--- config.mk ---
export PLATFORM = sky130hd
export DESIGN_NAME = adpcm_fetch_top
export DESIGN_NICKNAME = d
export VERILOG_FILES = /design/src/source/adpcm_pkg.sv /design/src/source/sample_fetch_if.sv /design/src/source/fetch_config.sv /design/src/source/sample_channel.sv /design/src/source/rom_read_arbiter.sv /design/src/source/rom_load_writer.sv /design/src/source/adpcm_fetch_top.sv
export SDC_FILE = /design/constraint.sdc
export NUM_CORES = 1
export LEC_CHECK = 0
export BUFFER_PORTS_ARGS = -buffer_cell sky130_fd_sc_hd__buf_2
export CORE_ASPECT_RATIO = 1.2
export CORE_MARGIN = 3
export CORE_UTILIZATION = 40
export CTS_CLUSTER_DIAMETER = 200
export DETAILED_ROUTE_END_ITERATION = 10
export PLACE_DENSITY = 0.78
export SLEW_MARGIN = 20
export SYNTH_ARGS = -nofsm -noshare
export SYNTH_HDL_FRONTEND = slang
export SYNTH_HIERARCHICAL = 1
export SYNTH_SLANG_ARGS = --single-unit
--- constraint.sdc ---
create_clock -name clk_sys -period 2.35 [get_ports clk_sys]
set_clock_uncertainty 0.15 [all_clocks]
set_input_delay 0.235 -clock clk_sys [delete_from_list [all_inputs] [get_ports clk_sys]]
set_output_delay 0.235 -clock clk_sys [all_outputs]
set_load 0.02 [all_outputs]
--- src/source/adpcm_pkg.sv ---
package adpcm_pkg;

	// ====================
	// Widths
	// ====================

	// Sample memory is 32 MiB, addressed by byte
	localparam int ROM_BYTE_AW  = 25;
	localparam int ROM_WORD_AW  = ROM_BYTE_AW - 1;
	localparam int ROM_WORD_W   = 16;
	localparam int SAMPLE_W     = 8;
	localparam int ADPCMA_AW    = 20;
	localparam int ADPCMA_BW    = 4;
	localparam int ADPCMB_AW    = 24;
	localparam int LOAD_INDEX_W = 8;
	localparam int LOAD_AW      = 25;

	// ====================
	// Types
	// ====================

	typedef logic [ROM_BYTE_AW-1:0]  rom_byte_addr_t;
	typedef logic [ROM_WORD_AW-1:0]  rom_word_addr_t;
	typedef logic [ROM_WORD_W-1:0]   rom_word_t;
	typedef logic [SAMPLE_W-1:0]     sample_byte_t;
	typedef logic [ADPCMA_AW-1:0]    adpcma_addr_t;
	typedef logic [ADPCMA_BW-1:0]    adpcma_bank_t;
	typedef logic [ADPCMB_AW-1:0]    adpcmb_addr_t;
	typedef logic [LOAD_INDEX_W-1:0] load_index_t;
	typedef logic [LOAD_AW-1:0]      load_addr_t;
	// 0 console, 1 arcade, 2/3 CD variants (bit 1 marks CD)
	typedef logic [1:0]              system_type_t;

	// ====================
	// Constants
	// ====================

	// Sample ROM download window, upper bound excluded
	localparam load_index_t INDEX_VROMS = 8'd16;
	localparam load_index_t INDEX_CROMS = 8'd64;
	// Each index step is a 512 KiB slice
	localparam int LOAD_STEP_BITS = 19;
	// CD systems have no ADPCM-B ROM, chip sees a constant
	localparam sample_byte_t CD_FILL_BYTE = 8'h08;

endpackage

--- src/source/sample_fetch_if.sv ---
`timescale 1ns/1ps

// Link between one sample channel and the shared DDR read arbiter
interface sample_fetch_if import adpcm_pkg::*; ();

	// Request side, owned by the channel
	logic           pending;
	rom_byte_addr_t addr;

	// Response side, owned by the arbiter
	logic           grant;
	sample_byte_t   data;
	logic           data_valid;

	modport channel (
		output pending,
		output addr,
		input  grant,
		input  data,
		input  data_valid
	);

	modport arbiter (
		input  pending,
		input  addr,
		output grant,
		output data,
		output data_valid
	);

endinterface

--- src/source/fetch_config.sv ---
`timescale 1ns/1ps

module fetch_config import adpcm_pkg::*; (
	input  logic           clk_sys,
	input  logic           nRESET,
	input  system_type_t   cfg_system_type,
	input  logic           cfg_use_pcm,
	input  adpcma_addr_t   adpcma_addr,
	input  adpcma_bank_t   adpcma_bank,
	input  adpcmb_addr_t   adpcmb_addr,
	input  logic           ioctl_download,
	input  load_index_t    ioctl_index,
	input  load_addr_t     ioctl_addr,
	output logic           cd_system,
	output rom_byte_addr_t a_byte_addr,
	output rom_byte_addr_t b_byte_addr,
	output logic           load_active,
	output rom_byte_addr_t load_addr
);

	logic         cfg_taken;
	system_type_t system_type;
	logic         use_pcm;
	load_index_t  load_step;

	// Settings are sampled once, on the first edge out of reset
	always_ff @(posedge clk_sys or negedge nRESET)
	begin
		if (!nRESET)
		begin
			cfg_taken   <= 1'b0;
			system_type <= '0;
			use_pcm     <= 1'b0;
		end
		else if (!cfg_taken)
		begin
			cfg_taken   <= 1'b1;
			system_type <= cfg_system_type;
			use_pcm     <= cfg_use_pcm;
		end
	end

	// Both CD variants share the upper type bit
	assign cd_system = system_type[1];

	// ADPCM-A lives in the lower 16 MiB, bank on top of the chip address
	assign a_byte_addr = {1'b0, adpcma_bank, adpcma_addr};
	// ADPCM-B goes to the upper half unless the PCM chip is in use
	assign b_byte_addr = {~use_pcm, adpcmb_addr};

	// Download window for sample ROMs
	assign load_active = ioctl_download && (ioctl_index >= INDEX_VROMS)
		&& (ioctl_index < INDEX_CROMS);
	assign load_step = ioctl_index - INDEX_VROMS;
	assign load_addr = ioctl_addr + (rom_byte_addr_t'(load_step) << LOAD_STEP_BITS);

endmodule

--- src/source/sample_channel.sv ---
`timescale 1ns/1ps

module sample_channel import adpcm_pkg::*; #(
	parameter bit CD_MUTE = 1'b0
) (
	input  logic           clk_sys,
	input  logic           nRESET,
	input  logic           roe_n,
	input  rom_byte_addr_t byte_addr,
	input  logic           cd_system,
	output sample_byte_t   sample,
	sample_fetch_if.channel fetch
);

	logic [1:0]     oe_sr;
	logic           oe_fall;
	logic           muted;
	logic           pending;
	rom_byte_addr_t addr_hold;
	sample_byte_t   sample_q;

	// Channel goes silent on CD systems when built as mutable
	assign muted = CD_MUTE && cd_system;
	// Old sample high, new sample low
	assign oe_fall = (oe_sr == 2'b10) && !muted;

	always_ff @(posedge clk_sys or negedge nRESET)
	begin
		if (!nRESET)
		begin
			oe_sr    <= 2'b11;
			pending  <= 1'b0;
			sample_q <= '0;
		end
		else
		begin
			oe_sr <= {oe_sr[0], roe_n};
			// A fresh edge wins over a grant in the same cycle
			if (oe_fall)
				pending <= 1'b1;
			else if (fetch.grant)
				pending <= 1'b0;
			if (fetch.data_valid)
				sample_q <= fetch.data;
		end
	end

	// Newest address is kept, repeated edges coalesce
	always_ff @(posedge clk_sys)
	begin
		if (oe_fall)
			addr_hold <= byte_addr;
	end

	assign fetch.pending = pending;
	assign fetch.addr    = addr_hold;
	assign sample        = muted ? CD_FILL_BYTE : sample_q;

	// Arbiter only grants a channel that asked
	a_grant_needs_pending: assert property (@(posedge clk_sys) disable iff (!nRESET)
		fetch.grant |-> pending);

endmodule

--- src/source/rom_read_arbiter.sv ---
`timescale 1ns/1ps

module rom_read_arbiter import adpcm_pkg::*; (
	input  logic           clk_sys,
	input  logic           nRESET,
	input  rom_word_t      ddr_rd_data,
	input  logic           ddr_rd_ack,
	output rom_word_addr_t ddr_rd_addr,
	output logic           ddr_rd_req,
	sample_fetch_if.arbiter chan_a,
	sample_fetch_if.arbiter chan_b
);

	logic           wait_a;
	logic           wait_b;
	logic           idle;
	logic           grant_a;
	logic           grant_b;
	logic           rd_done;
	logic           valid_a;
	logic           valid_b;
	rom_byte_addr_t addr_q;
	sample_byte_t   byte_sel;
	sample_byte_t   data_q;

	// ====================
	// Selection
	// ====================

	// One read in flight at a time
	assign idle = !wait_a && !wait_b;
	// B first, its sample rate can be higher than A
	assign grant_b = idle && chan_b.pending;
	assign grant_a = idle && !chan_b.pending && chan_a.pending;
	// Toggle handshake closed, word on ddr_rd_data is valid
	assign rd_done = !idle && (ddr_rd_req == ddr_rd_ack);
	// Odd byte address takes the upper half of the word
	assign byte_sel = addr_q[0] ? ddr_rd_data[15:8] : ddr_rd_data[7:0];

	// ====================
	// Request and return
	// ====================

	always_ff @(posedge clk_sys or negedge nRESET)
	begin
		if (!nRESET)
		begin
			wait_a     <= 1'b0;
			wait_b     <= 1'b0;
			ddr_rd_req <= 1'b0;
			valid_a    <= 1'b0;
			valid_b    <= 1'b0;
		end
		else
		begin
			valid_a <= rd_done && wait_a;
			valid_b <= rd_done && wait_b;
			if (grant_a || grant_b)
			begin
				ddr_rd_req <= ~ddr_rd_req;
				wait_a     <= grant_a;
				wait_b     <= grant_b;
			end
			else if (rd_done)
			begin
				wait_a <= 1'b0;
				wait_b <= 1'b0;
			end
		end
	end

	// Address and returned byte
	always_ff @(posedge clk_sys)
	begin
		if (grant_b)
			addr_q <= chan_b.addr;
		else if (grant_a)
			addr_q <= chan_a.addr;
		if (rd_done)
			data_q <= byte_sel;
	end

	assign ddr_rd_addr       = addr_q[ROM_BYTE_AW-1:1];
	assign chan_a.grant      = grant_a;
	assign chan_b.grant      = grant_b;
	assign chan_a.data       = data_q;
	assign chan_b.data       = data_q;
	assign chan_a.data_valid = valid_a;
	assign chan_b.data_valid = valid_b;

	a_one_owner: assert property (@(posedge clk_sys) disable iff (!nRESET)
		!(wait_a && wait_b));
	// No second request until memory answers the first
	a_req_held: assert property (@(posedge clk_sys) disable iff (!nRESET)
		(ddr_rd_req != ddr_rd_ack) |=> $stable(ddr_rd_req));

endmodule

--- src/source/rom_load_writer.sv ---
`timescale 1ns/1ps

module rom_load_writer import adpcm_pkg::*; (
	input  logic           clk_sys,
	input  logic           nRESET,
	input  logic           load_active,
	input  rom_byte_addr_t load_addr,
	input  logic           ioctl_wr,
	input  rom_word_t      ioctl_dout,
	input  logic           ddr_we_ack,
	output rom_word_addr_t ddr_wr_addr,
	output rom_word_t      ddr_wr_data,
	output logic           ddr_we_req,
	output logic           ioctl_wait
);

	logic wr_take;
	logic wait_q;

	// Only sample ROM indices go to DDR
	assign wr_take = load_active && ioctl_wr;

	always_ff @(posedge clk_sys or negedge nRESET)
	begin
		if (!nRESET)
		begin
			ddr_we_req <= 1'b0;
			wait_q     <= 1'b0;
		end
		else if (wr_take)
		begin
			// New write, hold the host until DDR answers
			ddr_we_req <= ~ddr_we_req;
			wait_q     <= 1'b1;
		end
		else if (!load_active)
			wait_q <= 1'b0;
		else if (wait_q && (ddr_we_req == ddr_we_ack))
			wait_q <= 1'b0;
	end

	// Word address and data held for the whole handshake
	always_ff @(posedge clk_sys)
	begin
		if (wr_take)
		begin
			ddr_wr_addr <= load_addr[ROM_BYTE_AW-1:1];
			ddr_wr_data <= ioctl_dout;
		end
	end

	assign ioctl_wait = wait_q;

	// Host must honour the wait level
	a_no_wr_in_wait: assert property (@(posedge clk_sys) disable iff (!nRESET)
		ioctl_wr |-> !wait_q);

endmodule

--- src/source/adpcm_fetch_top.sv ---
`timescale 1ns/1ps

module adpcm_fetch_top import adpcm_pkg::*; (
	input  logic           clk_sys,
	input  logic           nRESET,
	input  system_type_t   cfg_system_type,
	input  logic           cfg_use_pcm,
	// Sound chip ROM ports
	input  adpcma_addr_t   adpcma_addr,
	input  adpcma_bank_t   adpcma_bank,
	input  logic           adpcma_roe_n,
	output sample_byte_t   adpcma_data,
	input  adpcmb_addr_t   adpcmb_addr,
	input  logic           adpcmb_roe_n,
	output sample_byte_t   adpcmb_data,
	// DDR read side
	output rom_word_addr_t ddr_rd_addr,
	output logic           ddr_rd_req,
	input  rom_word_t      ddr_rd_data,
	input  logic           ddr_rd_ack,
	// DDR write side
	output rom_word_addr_t ddr_wr_addr,
	output rom_word_t      ddr_wr_data,
	output logic           ddr_we_req,
	input  logic           ddr_we_ack,
	// Host download stream
	input  logic           ioctl_download,
	input  logic           ioctl_wr,
	input  load_addr_t     ioctl_addr,
	input  load_index_t    ioctl_index,
	input  rom_word_t      ioctl_dout,
	output logic           ioctl_wait
);

	logic           cd_system;
	logic           load_active;
	rom_byte_addr_t a_byte_addr;
	rom_byte_addr_t b_byte_addr;
	rom_byte_addr_t load_addr;

	sample_fetch_if fetch_a ();
	sample_fetch_if fetch_b ();

	fetch_config fetch_config_inst (
		.clk_sys, .nRESET, .cfg_system_type, .cfg_use_pcm,
		.adpcma_addr, .adpcma_bank, .adpcmb_addr,
		.ioctl_download, .ioctl_index, .ioctl_addr,
		.cd_system, .a_byte_addr, .b_byte_addr, .load_active, .load_addr
	);

	// ADPCM-A always plays, ADPCM-B is muted on CD
	sample_channel #(.CD_MUTE(1'b0)) chan_a (
		.clk_sys, .nRESET, .roe_n(adpcma_roe_n), .byte_addr(a_byte_addr),
		.cd_system, .sample(adpcma_data), .fetch(fetch_a.channel)
	);

	sample_channel #(.CD_MUTE(1'b1)) chan_b (
		.clk_sys, .nRESET, .roe_n(adpcmb_roe_n), .byte_addr(b_byte_addr),
		.cd_system, .sample(adpcmb_data), .fetch(fetch_b.channel)
	);

	rom_read_arbiter rom_read_arbiter_inst (
		.clk_sys, .nRESET, .ddr_rd_data, .ddr_rd_ack, .ddr_rd_addr, .ddr_rd_req,
		.chan_a(fetch_a.arbiter), .chan_b(fetch_b.arbiter)
	);

	rom_load_writer rom_load_writer_inst (
		.clk_sys, .nRESET, .load_active, .load_addr, .ioctl_wr, .ioctl_dout,
		.ddr_we_ack, .ddr_wr_addr, .ddr_wr_data, .ddr_we_req, .ioctl_wait
	);

endmodule

==> run_results.csv <==
group,metric,value,unit
placement,detailed_place_hpwl,8720,µm
route,avgViaCountPerCell,4.38,
sta,timing_max_transition_violations_final,0,
placement,place_area,7010,µm²
final_layout,nets,736,
critical_path,worst_r2r_endpoint,"rom_read_arbiter_inst/chan_a.data[3]",
flow_run,timing.max_cap.violations,0,
sta,worst_slew_pin_slew,710,ps
power,static-leakage-power,3.65,nW
final_layout,syn2layout_area_growth,33.3,%
grt,grt_util_all_layers,0.158,
clock_network,cts_buffers,17,
final_layout,layout.cells.most_common,"sky130_fd_sc_hd__buf_2",
sta,rsz0062_at_grt,"no",
sta,fin_crit,2030,ps
placement,place.detailed.instances,687,
sta,final-setup-viol-count,0,
power,p_total,8.94,mW
yosys,syn-cell-area,6490,µm²
sta,timing.max_slew.rel_slack,0.527,
critical_path,worstSetupEndpointType,"flop",
route,drt-pass1-iter-count,4,
critical_path,worstPathMaxFanout,3,
route,num_vias,3618,
critical_path,worstRegToRegCells,2,
final_layout,final_core_util,0.549,
sta,fin_setup_tns,0,ps
critical_path,critPathMaxStageDelay,530,ps
critical_path,reg2reg_from,"rom_read_arbiter_inst/addr_q[0]",
grt,antenna_found_initial,0,
grt,overflow,0,
placement,numPortBuffers,204,
yosys,synth_cells,375,
floorplan,core,15800,µm²
power,ir_drop,0.509,mV
grt,pin_count_of_the_biggest_net_entering_global_routing,41,
floorplan,die_outline_area,17800,µm²
critical_path,critPathCapture,"rom_load_writer_inst/ddr_wr_addr[22]",
sta,holdWs,27.0,ps
power,power_density_cells,1030,nW/µm²
final_layout,postLayoutCellArea,8650,µm²
sta,finalHoldViolations,0,
floorplan,top_level_ports,207,
floorplan,floorplan_die_height,146,µm
critical_path,worst-r2r-setup-slack,340,ps
grt,first_global_vias,4099,
placement,gp_congestion,0.722,
worst_hold_path,hold-path-cell-count,3,
sta,finalWorstSetupSlack,320,ps
final_layout,layout-drive-gt1-share,0.491,
clock_network,worst_skew_pair.late_latency,410,ps
clock_network,cts_root_buf,"sky130_fd_sc_hd__clkbuf_16",
floorplan,effective_utilization_at_floorplan,0.412,
critical_path,critPathArrivalTime,2040,ps
clock_network,clkTransAtPathRegs,60,ps
critical_path,worstPathCellList,"dlygate4sd3_1 > buf_2 > ha_1 > fa_1 > a21o_2 > a21oi_1 > xnor2_1",
clock_network,cts_tree,"built",
clock_network,htree_num_levels,4,
clock_network,ctsResizeCount,0,
grt,grt_pass1_wl,21200,µm
route,routed_wirelength,13600,µm
critical_path,cpMaxStageDelayCell,"sky130_fd_sc_hd__dlygate4sd3_1",
final_layout,n_fill_cell,1273,
route,detail-route-antenna-nets,0,
critical_path,worst_setup_path_startpoint,"ioctl_addr[19]",
route,routed_wire_length_per_instance,16.4,µm
placement,dp_slack,445,ps
sta,layout_worst_path_cycle_share,0.864,
final_layout,multi_input_comb_area,1150,µm²
clock_network,clock-sinks,155,
yosys,ys.warnings.count,6,
route,route.detailed.drc,0,
worst_hold_path,worstHoldPathType,"in -> reg",
route,drt_iter0_markers,115,
final_layout,final_cells,826,
clock_network,max-clock-path-buffers,2,
critical_path,startpoint_type,"input port",
critical_path,critical_path_required,2360,ps
sta,clock.fmax,492,MHz
final_layout,final_cell_mix,"sky130_fd_sc_hd__buf_2, sky130_fd_sc_hd__edfxtp_1, sky130_fd_sc_hd__dlygate4sd3_1, sky130_fd_sc_hd__mux2_4, sky130_fd_sc_hd__dfrtp_1",
floorplan,die_width,122,µm
critical_path,setup.worst_path.class,"in -> reg",
final_layout,layout.area.seq,4500,µm²
yosys,syn_nets,507,
worst_hold_path,min_from,"ddr_rd_ack",
floorplan,rows,50,
status,run_status,"complete, no violations",
yosys,post_synth.cell_area_avg,17.3,µm²
layer usage:
metal / share of wire / GRT usage / vias to the layer above / wire length, µm
met2: 0.56 / 0.292 / 149 / 7560
met4: 0.033 / 0.0678 / 0 / 450
met5: 0 / 0 / - / 0
met3: 0.056 / 0.0505 / 34 / 760
li1: - / - / 1692 / -
met1: 0.35 / 0.158 / 1743 / 4800
state kept, by name, indices dropped and copies added (netlist names), 2 cells and up:
signal and count:
rom_load_writer_inst/ddr_wr_addr 24, chan_b/oe_sr 2, rom_load_writer_inst/ddr_wr_data 16, rom_read_arbiter_inst/chan_a.data 8
chan_a/oe_sr 2, chan_b/fetch.addr 25, rom_read_arbiter_inst/addr_q 25, chan_a/fetch.addr 25
chan_a/sample 8, chan_b/sample_q 8
report_power, final:
part	internal, mW	switching [mW]
clock network	1.57	1.08
registers	3.66	0.334
logic	1.15	1.16
critical path, delay by kind of cell:
| kind | cells | cell delay (ps) |
|---|---|---|
| buffers and inverters | 2 | 660 |
| adders and majority gates | 2 | 670 |
| AOI/OAI and AO/OA | 2 | 400 |
| xor gates and xnor gates | 1 | 80 |
cell type report:
type | instances | share of cell area
diodes | 1 | 0.000289
clock inverters | 14 | 0.0169
repair buffers | 315 | 0.247
flip-flops and latches | 155 | 0.520
clock buffers | 18 | 0.0496
inverters | 8 | 0.00347
multi-input cells | 107 | 0.133
well taps | 208 | 0.0301
repair_timing:
item | CTS | global route
setup buffers | 0 | 0
hold endpoints to repair | 124 | 1
hold buffers | 105 | 1
how the worst min path moves through the flow:
stage	end
after CTS	rom_read_arbiter_inst/chan_a.data[1]
after global routing	rom_read_arbiter_inst/chan_a.data[6]
after floorplan	chan_a/fetch.pending
final	rom_read_arbiter_inst/chan_a.data_valid
after global placement	chan_b/sample_q[0]
after detailed placement	chan_b/sample_q[0]
No activity file was read; power rests on OpenSTA's default activity.
